<file path="src/logic/rv_core_pkg.sv">
package rv_core_pkg;

  typedef logic [31:0] word_t;
  typedef logic [4:0]  reg_idx_t;

  // ========================================
  // opcodes of the supported subset
  // ========================================
  localparam logic [6:0] OPC_OP     = 7'b0110011;
  localparam logic [6:0] OPC_OP_IMM = 7'b0010011;
  localparam logic [6:0] OPC_LUI    = 7'b0110111;
  localparam logic [6:0] OPC_LOAD   = 7'b0000011;
  localparam logic [6:0] OPC_STORE  = 7'b0100011;
  localparam logic [6:0] OPC_BRANCH = 7'b1100011;
  localparam logic [6:0] OPC_JAL    = 7'b1101111;

  // addi x0, x0, 0
  localparam word_t NOP_INST = 32'h0000_0013;

  typedef enum logic [3:0] {
    ALU_ADD,
    ALU_SUB,
    ALU_AND,
    ALU_OR,
    ALU_XOR,
    ALU_SLT,
    ALU_SLTU,
    ALU_SLL,
    ALU_SRL,
    ALU_SRA,
    ALU_PASS_B
  } alu_op_e;

  typedef enum logic [1:0] {
    FWD_REG,
    FWD_MEM,
    FWD_WB
  } fwd_sel_e;

  // ========================================
  // pipeline records
  // ========================================
  typedef struct packed {
    logic    reg_write;
    logic    mem_read;
    logic    mem_write;
    logic    branch;
    logic    branch_ne;
    logic    jal;
    logic    alu_src_imm;
    alu_op_e alu_op;
  } ctrl_t;

  typedef struct packed {
    word_t pc;
    word_t instr;
  } if_id_t;

  typedef struct packed {
    word_t    pc;
    reg_idx_t rs1;
    reg_idx_t rs2;
    reg_idx_t rd;
    word_t    rs1_data;
    word_t    rs2_data;
    word_t    imm;
    ctrl_t    ctrl;
    logic     valid;
  } id_ex_t;

  // result holds the alu value or the link address
  typedef struct packed {
    word_t    pc;
    reg_idx_t rd;
    word_t    result;
    word_t    store_data;
    ctrl_t    ctrl;
    logic     valid;
  } ex_mem_t;

  typedef struct packed {
    word_t    pc;
    reg_idx_t rd;
    word_t    wdata;
    logic     reg_write;
    logic     valid;
  } mem_wb_t;

  typedef struct packed {
    logic  req;
    logic  we;
    word_t addr;
    word_t wdata;
  } dmem_req_t;

  typedef struct packed {
    logic     valid;
    word_t    pc;
    reg_idx_t rd;
    logic     reg_write;
    word_t    wdata;
  } retire_t;

endpackage
</file>
<file path="src/logic/rv_core_top.sv">
`timescale 1ns/10ps

module rv_core_top
  import rv_core_pkg::*;
#(
  parameter word_t RESET_PC = 32'h0000_0000
) (
  input  logic      clk,
  input  logic      rst_i,
  output word_t     imem_addr_o,
  input  word_t     imem_data_i,
  output dmem_req_t dmem_req_o,
  input  word_t     dmem_rdata_i,
  input  logic      dmem_ack_i,
  output retire_t   retire_o
);

  if_id_t   if_id_q;
  id_ex_t   id_ex_q;
  ex_mem_t  ex_mem_q;
  mem_wb_t  mem_wb_q;
  reg_idx_t id_rs1;
  reg_idx_t id_rs2;
  word_t    rf_rdata1;
  word_t    rf_rdata2;
  word_t    branch_target;
  word_t    mem_fwd;
  logic     redirect;
  logic     mem_busy;
  logic     fetch_en;
  logic     decode_en;
  logic     exec_en;
  logic     mem_en;
  logic     flush_if_id;
  logic     flush_id_ex;
  fwd_sel_e fwd_a;
  fwd_sel_e fwd_b;

  fetch_stage #(
    .RESET_PC(RESET_PC)
  ) fetch0 (
    .clk        (clk),
    .rst_i      (rst_i),
    .en_i       (fetch_en),
    .flush_i    (flush_if_id),
    .redirect_i (redirect),
    .target_i   (branch_target),
    .imem_addr_o(imem_addr_o),
    .imem_data_i(imem_data_i),
    .if_id_o    (if_id_q)
  );

  decode_stage decode0 (
    .clk     (clk),
    .rst_i   (rst_i),
    .en_i    (decode_en),
    .flush_i (flush_id_ex),
    .if_id_i (if_id_q),
    .rs1_o   (id_rs1),
    .rs2_o   (id_rs2),
    .rdata1_i(rf_rdata1),
    .rdata2_i(rf_rdata2),
    .id_ex_o (id_ex_q)
  );

  // written from the writeback record
  reg_file regs0 (
    .clk     (clk),
    .rst_i   (rst_i),
    .raddr1_i(id_rs1),
    .raddr2_i(id_rs2),
    .waddr_i (mem_wb_q.rd),
    .we_i    (mem_wb_q.reg_write),
    .wdata_i (mem_wb_q.wdata),
    .rdata1_o(rf_rdata1),
    .rdata2_o(rf_rdata2)
  );

  execute_stage exec0 (
    .clk       (clk),
    .rst_i     (rst_i),
    .en_i      (exec_en),
    .id_ex_i   (id_ex_q),
    .fwd_a_i   (fwd_a),
    .fwd_b_i   (fwd_b),
    .mem_fwd_i (mem_fwd),
    .wb_fwd_i  (mem_wb_q.wdata),
    .redirect_o(redirect),
    .target_o  (branch_target),
    .ex_mem_o  (ex_mem_q)
  );

  mem_wb_stage mem0 (
    .clk         (clk),
    .rst_i       (rst_i),
    .en_i        (mem_en),
    .ex_mem_i    (ex_mem_q),
    .dmem_req_o  (dmem_req_o),
    .dmem_rdata_i(dmem_rdata_i),
    .dmem_ack_i  (dmem_ack_i),
    .mem_busy_o  (mem_busy),
    .mem_fwd_o   (mem_fwd),
    .mem_wb_o    (mem_wb_q),
    .retire_o    (retire_o)
  );

  hazard_unit hazard0 (
    .id_rs1_i     (id_rs1),
    .id_rs2_i     (id_rs2),
    .id_ex_i      (id_ex_q),
    .ex_mem_i     (ex_mem_q),
    .mem_wb_i     (mem_wb_q),
    .redirect_i   (redirect),
    .mem_busy_i   (mem_busy),
    .fetch_en_o   (fetch_en),
    .decode_en_o  (decode_en),
    .exec_en_o    (exec_en),
    .mem_en_o     (mem_en),
    .flush_if_id_o(flush_if_id),
    .flush_id_ex_o(flush_id_ex),
    .fwd_a_o      (fwd_a),
    .fwd_b_o      (fwd_b)
  );

endmodule

</file>
<file path="src/logic/mem_wb_stage.sv">
`timescale 1ns/10ps

module mem_wb_stage
  import rv_core_pkg::*;
(
  input  logic      clk,
  input  logic      rst_i,
  input  logic      en_i,
  input  ex_mem_t   ex_mem_i,
  output dmem_req_t dmem_req_o,
  input  word_t     dmem_rdata_i,
  input  logic      dmem_ack_i,
  output logic      mem_busy_o,
  output word_t     mem_fwd_o,
  output mem_wb_t   mem_wb_o,
  output retire_t   retire_o
);

  logic  mem_access;
  logic  advance;
  logic  wb_fresh_q;
  word_t wb_value;

  // ========================================
  // data bus
  // ========================================
  assign mem_access = ex_mem_i.valid & (ex_mem_i.ctrl.mem_read | ex_mem_i.ctrl.mem_write);
  assign mem_busy_o = mem_access & ~dmem_ack_i;
  assign dmem_req_o = '{req:   mem_access,
                        we:    ex_mem_i.ctrl.mem_write,
                        addr:  ex_mem_i.result,
                        wdata: ex_mem_i.store_data};

  assign mem_fwd_o = ex_mem_i.result;
  assign wb_value  = ex_mem_i.ctrl.mem_read ? dmem_rdata_i : ex_mem_i.result;
  assign advance   = en_i & ~mem_busy_o;

  always_ff @(posedge clk) begin
    if (rst_i) begin
      mem_wb_o <= '0;
    end else if (advance) begin
      mem_wb_o.pc        <= ex_mem_i.pc;
      mem_wb_o.rd        <= ex_mem_i.rd;
      mem_wb_o.wdata     <= wb_value;
      mem_wb_o.reg_write <= ex_mem_i.ctrl.reg_write & ex_mem_i.valid;
      mem_wb_o.valid     <= ex_mem_i.valid;
    end
  end

  // mem_wb stays put during a stall, report it only once
  always_ff @(posedge clk) begin
    if (rst_i) begin
      wb_fresh_q <= 1'b0;
    end else begin
      wb_fresh_q <= advance;
    end
  end

  assign retire_o = '{valid:     mem_wb_o.valid & wb_fresh_q,
                      pc:        mem_wb_o.pc,
                      rd:        mem_wb_o.rd,
                      reg_write: mem_wb_o.reg_write,
                      wdata:     mem_wb_o.wdata};

endmodule

</file>
<file path="src/logic/hazard_unit.sv">
`timescale 1ns/10ps

module hazard_unit
  import rv_core_pkg::*;
(
  input  reg_idx_t id_rs1_i,
  input  reg_idx_t id_rs2_i,
  input  id_ex_t   id_ex_i,
  input  ex_mem_t  ex_mem_i,
  input  mem_wb_t  mem_wb_i,
  input  logic     redirect_i,
  input  logic     mem_busy_i,
  output logic     fetch_en_o,
  output logic     decode_en_o,
  output logic     exec_en_o,
  output logic     mem_en_o,
  output logic     flush_if_id_o,
  output logic     flush_id_ex_o,
  output fwd_sel_e fwd_a_o,
  output fwd_sel_e fwd_b_o
);

  logic mem_writes;
  logic wb_writes;
  logic load_use;

  // memory stage has the newer value, so it is checked first
  function automatic fwd_sel_e fwd_pick(reg_idx_t rs, logic mem_wr, reg_idx_t mem_rd,
                                        logic wb_wr, reg_idx_t wb_rd);
    if (rs == '0) begin
      return FWD_REG;
    end
    if (mem_wr && (mem_rd == rs)) begin
      return FWD_MEM;
    end
    if (wb_wr && (wb_rd == rs)) begin
      return FWD_WB;
    end
    return FWD_REG;
  endfunction

  assign mem_writes = ex_mem_i.valid & ex_mem_i.ctrl.reg_write;
  assign wb_writes  = mem_wb_i.valid & mem_wb_i.reg_write;

  assign fwd_a_o = fwd_pick(id_ex_i.rs1, mem_writes, ex_mem_i.rd, wb_writes, mem_wb_i.rd);
  assign fwd_b_o = fwd_pick(id_ex_i.rs2, mem_writes, ex_mem_i.rd, wb_writes, mem_wb_i.rd);

  // load in execute feeding the instruction in decode
  assign load_use = id_ex_i.valid & id_ex_i.ctrl.mem_read & (id_ex_i.rd != '0) &
                    ((id_ex_i.rd == id_rs1_i) | (id_ex_i.rd == id_rs2_i));

  // ========================================
  // enables and flushes
  // ========================================
  // a waiting bus access freezes every stage
  assign fetch_en_o    = ~mem_busy_i & ~load_use;
  assign decode_en_o   = ~mem_busy_i;
  assign exec_en_o     = ~mem_busy_i;
  assign mem_en_o      = ~mem_busy_i;
  assign flush_if_id_o = redirect_i;
  assign flush_id_ex_o = redirect_i | load_use;

endmodule

</file>
<file path="src/logic/execute_stage.sv">
`timescale 1ns/10ps

module execute_stage
  import rv_core_pkg::*;
(
  input  logic     clk,
  input  logic     rst_i,
  input  logic     en_i,
  input  id_ex_t   id_ex_i,
  input  fwd_sel_e fwd_a_i,
  input  fwd_sel_e fwd_b_i,
  input  word_t    mem_fwd_i,
  input  word_t    wb_fwd_i,
  output logic     redirect_o,
  output word_t    target_o,
  output ex_mem_t  ex_mem_o
);

  word_t op_a;
  word_t rs2_val;
  word_t op_b;
  word_t alu_result;
  logic  rs_equal;
  logic  branch_taken;

  function automatic word_t fwd_mux(fwd_sel_e sel, word_t reg_val, word_t mem_val,
                                    word_t wb_val);
    case (sel)
      FWD_MEM: return mem_val;
      FWD_WB:  return wb_val;
      default: return reg_val;
    endcase
  endfunction

  // ========================================
  // operands
  // ========================================
  assign op_a    = fwd_mux(fwd_a_i, id_ex_i.rs1_data, mem_fwd_i, wb_fwd_i);
  assign rs2_val = fwd_mux(fwd_b_i, id_ex_i.rs2_data, mem_fwd_i, wb_fwd_i);
  assign op_b    = id_ex_i.ctrl.alu_src_imm ? id_ex_i.imm : rs2_val;

  always_comb begin
    case (id_ex_i.ctrl.alu_op)
      ALU_SUB:    alu_result = op_a - op_b;
      ALU_AND:    alu_result = op_a & op_b;
      ALU_OR:     alu_result = op_a | op_b;
      ALU_XOR:    alu_result = op_a ^ op_b;
      ALU_SLT:    alu_result = {31'b0, $signed(op_a) < $signed(op_b)};
      ALU_SLTU:   alu_result = {31'b0, op_a < op_b};
      ALU_SLL:    alu_result = op_a << op_b[4:0];
      ALU_SRL:    alu_result = op_a >> op_b[4:0];
      ALU_SRA:    alu_result = word_t'($signed(op_a) >>> op_b[4:0]);
      ALU_PASS_B: alu_result = op_b;
      default:    alu_result = op_a + op_b;
    endcase
  end

  // ========================================
  // branch and jump resolution
  // ========================================
  assign rs_equal     = (op_a == rs2_val);
  assign branch_taken = id_ex_i.ctrl.branch & (rs_equal ^ id_ex_i.ctrl.branch_ne);
  assign redirect_o   = id_ex_i.valid & (branch_taken | id_ex_i.ctrl.jal);
  assign target_o     = id_ex_i.pc + id_ex_i.imm;

  always_ff @(posedge clk) begin
    if (rst_i) begin
      ex_mem_o <= '0;
    end else if (en_i) begin
      ex_mem_o.pc         <= id_ex_i.pc;
      ex_mem_o.rd         <= id_ex_i.rd;
      // jal writes the link address
      ex_mem_o.result     <= id_ex_i.ctrl.jal ? id_ex_i.pc + 32'd4 : alu_result;
      ex_mem_o.store_data <= rs2_val;
      ex_mem_o.ctrl       <= id_ex_i.ctrl;
      ex_mem_o.valid      <= id_ex_i.valid;
    end
  end

endmodule

</file>
<file path="src/logic/decode_stage.sv">
`timescale 1ns/10ps

module decode_stage
  import rv_core_pkg::*;
(
  input  logic     clk,
  input  logic     rst_i,
  input  logic     en_i,
  input  logic     flush_i,
  input  if_id_t   if_id_i,
  output reg_idx_t rs1_o,
  output reg_idx_t rs2_o,
  input  word_t    rdata1_i,
  input  word_t    rdata2_i,
  output id_ex_t   id_ex_o
);

  word_t      instr;
  logic [6:0] opcode;
  logic [2:0] funct3;
  logic       funct7_b5;
  ctrl_t      ctrl;
  word_t      imm;
  id_ex_t     id_ex_d;

  assign instr     = if_id_i.instr;
  assign opcode    = instr[6:0];
  assign funct3    = instr[14:12];
  assign funct7_b5 = instr[30];
  assign rs1_o     = instr[19:15];
  assign rs2_o     = instr[24:20];

  // shared by register and immediate forms
  function automatic alu_op_e alu_from_funct(logic [2:0] f3, logic alt);
    case (f3)
      3'b000:  return alt ? ALU_SUB : ALU_ADD;
      3'b001:  return ALU_SLL;
      3'b010:  return ALU_SLT;
      3'b011:  return ALU_SLTU;
      3'b100:  return ALU_XOR;
      3'b101:  return alt ? ALU_SRA : ALU_SRL;
      3'b110:  return ALU_OR;
      default: return ALU_AND;
    endcase
  endfunction

  always_comb begin
    ctrl        = '0;
    ctrl.alu_op = ALU_ADD;
    imm         = '0;
    case (opcode)
      OPC_OP: begin
        ctrl.reg_write = 1'b1;
        ctrl.alu_op    = alu_from_funct(funct3, funct7_b5);
      end
      OPC_OP_IMM: begin
        ctrl.reg_write   = 1'b1;
        ctrl.alu_src_imm = 1'b1;
        // only the shift-right form reads funct7, there is no subi
        ctrl.alu_op      = alu_from_funct(funct3, funct7_b5 & (funct3 == 3'b101));
        imm              = {{20{instr[31]}}, instr[31:20]};
      end
      OPC_LUI: begin
        ctrl.reg_write   = 1'b1;
        ctrl.alu_src_imm = 1'b1;
        ctrl.alu_op      = ALU_PASS_B;
        imm              = {instr[31:12], 12'h000};
      end
      OPC_LOAD: begin
        ctrl.reg_write   = 1'b1;
        ctrl.mem_read    = 1'b1;
        ctrl.alu_src_imm = 1'b1;
        imm              = {{20{instr[31]}}, instr[31:20]};
      end
      OPC_STORE: begin
        ctrl.mem_write   = 1'b1;
        ctrl.alu_src_imm = 1'b1;
        imm              = {{20{instr[31]}}, instr[31:25], instr[11:7]};
      end
      OPC_BRANCH: begin
        ctrl.branch    = 1'b1;
        ctrl.branch_ne = funct3[0];
        imm = {{20{instr[31]}}, instr[7], instr[30:25], instr[11:8], 1'b0};
      end
      OPC_JAL: begin
        ctrl.reg_write = 1'b1;
        ctrl.jal       = 1'b1;
        imm = {{12{instr[31]}}, instr[19:12], instr[20], instr[30:21], 1'b0};
      end
      default: ;
    endcase
  end

  always_comb begin
    id_ex_d.pc       = if_id_i.pc;
    id_ex_d.rs1      = rs1_o;
    id_ex_d.rs2      = rs2_o;
    id_ex_d.rd       = instr[11:7];
    id_ex_d.rs1_data = rdata1_i;
    id_ex_d.rs2_data = rdata2_i;
    id_ex_d.imm      = imm;
    id_ex_d.ctrl     = ctrl;
    // the flush pattern in if_id marks a bubble
    id_ex_d.valid    = (instr != NOP_INST);
  end

  // ========================================
  // decode to execute register
  // ========================================
  always_ff @(posedge clk) begin
    if (rst_i) begin
      id_ex_o <= '0;
    end else if (en_i) begin
      id_ex_o <= flush_i ? id_ex_t'('0) : id_ex_d;
    end
  end

endmodule

</file>
<file path="src/logic/fetch_stage.sv">
`timescale 1ns/10ps

module fetch_stage
  import rv_core_pkg::*;
#(
  parameter word_t RESET_PC = 32'h0000_0000
) (
  input  logic   clk,
  input  logic   rst_i,
  input  logic   en_i,
  input  logic   flush_i,
  input  logic   redirect_i,
  input  word_t  target_i,
  output word_t  imem_addr_o,
  input  word_t  imem_data_i,
  output if_id_t if_id_o
);

  word_t pc_q;
  word_t pc_next;

  // taken branch or jal from execute wins over sequential fetch
  assign pc_next     = redirect_i ? target_i : pc_q + 32'd4;
  assign imem_addr_o = pc_q;

  always_ff @(posedge clk) begin
    if (rst_i) begin
      pc_q <= RESET_PC;
    end else if (en_i) begin
      pc_q <= pc_next;
    end
  end

  // ========================================
  // fetch to decode register
  // ========================================
  always_ff @(posedge clk) begin
    if (rst_i) begin
      if_id_o <= '{pc: RESET_PC, instr: NOP_INST};
    end else if (en_i) begin
      if (flush_i) begin
        if_id_o.instr <= NOP_INST;
      end else begin
        if_id_o.pc    <= pc_q;
        if_id_o.instr <= imem_data_i;
      end
    end
  end

endmodule

</file>
<file path="src/logic/reg_file.sv">
`timescale 1ns/10ps

module reg_file
  import rv_core_pkg::*;
(
  input  logic     clk,
  input  logic     rst_i,
  input  reg_idx_t raddr1_i,
  input  reg_idx_t raddr2_i,
  input  reg_idx_t waddr_i,
  input  logic     we_i,
  input  word_t    wdata_i,
  output word_t    rdata1_o,
  output word_t    rdata2_o
);

  word_t regs [32];

  // x0 stays zero and a same-cycle write shows through
  function automatic word_t read_port(reg_idx_t addr, word_t stored, logic we,
                                      reg_idx_t waddr, word_t wdata);
    if (addr == '0) begin
      return '0;
    end
    if (we && (waddr == addr)) begin
      return wdata;
    end
    return stored;
  endfunction

  assign rdata1_o = read_port(raddr1_i, regs[raddr1_i], we_i, waddr_i, wdata_i);
  assign rdata2_o = read_port(raddr2_i, regs[raddr2_i], we_i, waddr_i, wdata_i);

  always_ff @(posedge clk) begin
    if (rst_i) begin
      for (int i = 0; i < 32; i++) begin
        regs[i] <= '0;
      end
    end else if (we_i && (waddr_i != '0)) begin
      regs[waddr_i] <= wdata_i;
    end
  end

endmodule

</file>
<file path="config.mk">
export PLATFORM = sky130hd
export DESIGN_NAME = rv_core_top
export DESIGN_NICKNAME = d
export VERILOG_FILES = /design/src/logic/rv_core_pkg.sv /design/src/logic/rv_core_top.sv /design/src/logic/mem_wb_stage.sv /design/src/logic/hazard_unit.sv /design/src/logic/execute_stage.sv /design/src/logic/decode_stage.sv /design/src/logic/fetch_stage.sv /design/src/logic/reg_file.sv
export SDC_FILE = /design/constraint.sdc
export NUM_CORES = 2
export LEC_CHECK = 0
export BUFFER_PORTS_ARGS = -buffer_cell sky130_fd_sc_hd__buf_2
export CAP_MARGIN = 10
export CORE_ASPECT_RATIO = 2
export CORE_MARGIN = 2
export CORE_UTILIZATION = 50
export CTS_CLUSTER_SIZE = 25
export DETAILED_ROUTE_END_ITERATION = 16
export GPL_TIMING_DRIVEN = 0
export PLACE_DENSITY_LB_ADDON = 0.05
export SLEW_MARGIN = 20
export SYNTH_ARGS = -nofsm -noshare
export SYNTH_HDL_FRONTEND = slang
export SYNTH_HIERARCHICAL = 1
export SYNTH_SLANG_ARGS = --single-unit
</file>
<file path="constraint.sdc">
create_clock -name clk -period 15.9 [get_ports clk]
set_clock_uncertainty 0.1 [all_clocks]
set_input_delay 3.18 -clock clk [delete_from_list [all_inputs] [get_ports clk]]
set_output_delay 3.18 -clock clk [all_outputs]
set_load 0.01 [all_outputs]
</file>
==> results of run 1 <==
==> per-layer routing <==
metal / track usage [%] / GRT overflow
met3: 25.63 / 3
met4: 69.30 / 57
met1: 54.78 / 1
met2: 87.09 / 82
met5: 3.038 / 0
==> through the flow <==
| stage | hold WS (ns) | utilization, % | cell area (um2) |
|---|---|---|---|
| after floorplan | 0.3248 | - | 87390 |
| after global placement | 0.3553 | 52.78 | 91430 |
| after detailed placement | 0.3519 | 53.19 | 92140 |
| after CTS | 0.3617 | 55.76 | 96600 |
==> impl_metrics.tcl, run 1 <==
set metrics [dict create \
    dp_hpwl_mm 377.3 \
    die_height_um 594.8 \
    grt_pass1_wl_mm 713.3 \
    cts_setup_buffers 0 \
    grt-ovfl-total 143 \
    portBuffers 235 \
    cts_buffer_depth 4 \
    dp_worst_setup_slack_ns 5.982 \
    error "[ERROR GRT-0116] Global routing finished with congestion. Check the congestion regions in the DRC Viewer." \
    start_util_pct 50.38 \
    gp_congestion 1.147 \
    hold_buffers 0 \
    numCtsBuffers 144 \
    status "aborted with a tool error" \
    synth_area_um2 87270 \
    fp-row-count 216 \
    cts_max_level 4 \
    dpl.cell_count 10521 \
    syn_inst 7935 \
    io_pins 236 \
    clk_root_buffer_cell "clkbuf_16" \
    dieWidth_um 299.4 \
    avgSynthCellArea_um2 11.00 \
    cts_resized 0 \
    ys_warn_count 6 \
    grt_max_degree 33 \
    lastStage "global routing" \
    grt_use_total_pct 58.30 \
    first_global_vias 82149 \
]
==> run 2, diff against run 1 <==
- CORE_ASPECT_RATIO: 2 -> unset
- CORE_UTILIZATION: 50 -> 35
- CTS_CLUSTER_SIZE: 25 -> unset
- PLACE_DENSITY_LB_ADDON: 0.05 -> 0.15
==> impl_metrics.tcl, run 2 <==
set metrics [dict create \
    cp_max_fo 11 \
    hp-class "flop to flop" \
    clock-sinks 1452 \
    cp-start-kind "flop" \
    ys_warn_count 6 \
    status "completed" \
    top_regs "regs0/regs (1024), decode0/id_ex_o (155), exec0/ex_mem_o (105)" \
    path_class "flop to flop" \
    ir_drop_uv 114.3 \
    end_kind "flop" \
    cp_top_family "compound AO/OA/AOI/OAI gates" \
    cp_common_cell "clkbuf_1" \
    cts_tree "done" \
    arrival_ns 10.01 \
    maxSlewHeadroom_pct 13.36 \
    grt-ovfl-total 0 \
    dieWidth_um 503.4 \
    die_height_um 503.4 \
    core_um2 248200 \
    grt_use_total_pct 37.01 \
    fp-row-count 183 \
    cp_slowest_cell "dfxtp_1" \
    synth_area_um2 87270 \
    seqCellArea_um2 39350 \
    slowest_delay_ns 0.88 \
    fill_cells 24471 \
    final_core_util_pct 40.16 \
    grt_pass1_wl_mm 633.1 \
    max_freq_mhz 107.3 \
    regMostFlops "regs0/regs" \
    setup_violations 0 \
    dp_hpwl_mm 360.4 \
    syn_inst 7935 \
    rsz0062_at_grt "no" \
    cts_max_level 4 \
    layout_common_cells "edfxtp_1 (1024), and2_1 (1005), mux2i_1 (614)" \
    cap_viol_max_count 0 \
    grt_max_degree 33 \
    slew_violations 0 \
    drc 0 \
    wl_per_cell_um 40.18 \
    cts_resized 0 \
    io_pins 236 \
    area_delta_synth_final_pct 14.20 \
    drt-total-wl_mm 479.3 \
    clk_root_buffer_cell "clkbuf_16" \
    tightestPinTransition_ns 1.286 \
    holdWs_ns 0.3612 \
    gp_congestion 1.064 \
    cts_buffer_depth 3 \
    vias_per_cell 6.209 \
    drive_above_1_share_pct 17.93 \
    pwr_density_cell_nw_per_um2 106.8 \
    hold_viol 0 \
    hold_buffers 0 \
    required_ns 16.59 \
    antenna_found_initial 40 \
    power_leakage_nw 37.16 \
    final_cells 11929 \
    avgSynthCellArea_um2 11.00 \
    largest_reg_flops 1024 \
    fin_crit_sh_pct 58.61 \
    critical_path_buf_inv_count 6 \
    crit_chain "xnor2_1, nand4_1, nor3_1, ha_1, buf_2, clkinv_1, o21ai_0, o21a_1, clkbuf_1, clkbuf_1, buf_2, ha_1, clkbuf_1, or4_1, a211o_1, a21oi_1, nor2_1, o31ai_1, a221oi_1, o211ai_1, a22oi_1, nand2_1" \
    layout_min_cycle_time_ns 9.320 \
    multiInputGateArea_um2 43260 \
    dieArea_um2 253400 \
    cts_setup_buffers 0 \
    tns_ns 0 \
    drt.antenna.violating_nets 0 \
    clk_latency_ns 0.88 \
    routed-via-count 74066 \
    first_global_vias 71272 \
    drt-pass1-iter-count 8 \
    layout.nets 8627 \
    dpl.cell_count 11578 \
    clkSlewWorstSetupHoldPaths_ns 0.06 \
    start_util_pct 35.16 \
    mostFrequentLayoutCell "edfxtp_1" \
    drtIter0Drc 9610 \
    numCtsBuffers 173 \
    portBuffers 235 \
]
run 2: report_power, final:
part           internal, mW  total, mW  switching [mW]
Sequential             4.19       4.38           0.191
Combinational         0.671       2.18            1.51
Clock                  2.32       4.08            1.76
Total                  7.18       10.6            3.46
run 2: area by class of cell:
type                       instances  area share [%]
multi-input combinational       5501           43.40
sequential                      1452           39.48
clock buffer                     221           4.689
buffer                           885           4.600
tap                             3330           4.180
timing repair buffer             283           2.020
clock inverter                    92           1.057
inverter                         128          0.4821
antenna                           37         0.09290
run 2: worst reg2reg max path, delay by kind of cell, from the launching register on:
family,cells,cell delay (ns)
buf+inv,6,2.45
compound gates,8,3.89
flops,1,0.88
fa+ha+maj,2,0.48
simple gates,5,1.30
xor+xnor,1,0.20
run 2: final timing paths:
kind | depth (start not counted) | slack [ns] | start | end
worst max-delay path | 22 | 6.58 | mem0/mem_wb_o[35]$_SDFFE_PP0P_ | exec0/ex_mem_o[69]$_SDFFE_PP0P_
worst min-delay path | 2 | 0.36 | fetch0/if_id_o[40]$_SDFFE_PP0P_ | fetch0/if_id_o[40]$_SDFFE_PP0P_
worst max register to register | 22 | 6.58 | mem0/mem_wb_o[35]$_SDFFE_PP0P_ | exec0/ex_mem_o[69]$_SDFFE_PP0P_
worst min register to register | 2 | 0.36 | fetch0/if_id_o[40]$_SDFFE_PP0P_ | fetch0/if_id_o[40]$_SDFFE_PP0P_
run 2: metal layers:
layer  GRT usage (%)  routed length, um  part of all wire (%)  vias to the layer above
li1                -                  -                     -                    30350
met4           30.59              46510                   9.7                       14
met5               0                 96                 0.020                        -
met2           55.86             208600                    44                     4734
met3           9.355              44990                   9.4                     1249
met1           44.50             179100                    37                    37719
run 2: metrics by stage:
step	cell area [um2]	power, mW	worst slack, ns
2_1_floorplan	87390	5.454	10.17
4_1_cts	99530	10.59	6.915
5_1_grt	99570	10.86	6.355
3_5_place_dp	93810	6.522	6.923
6_report	99670	10.64	6.580
3_3_place_gp	92730	6.478	6.823
(Power assumes the default switching activity.)
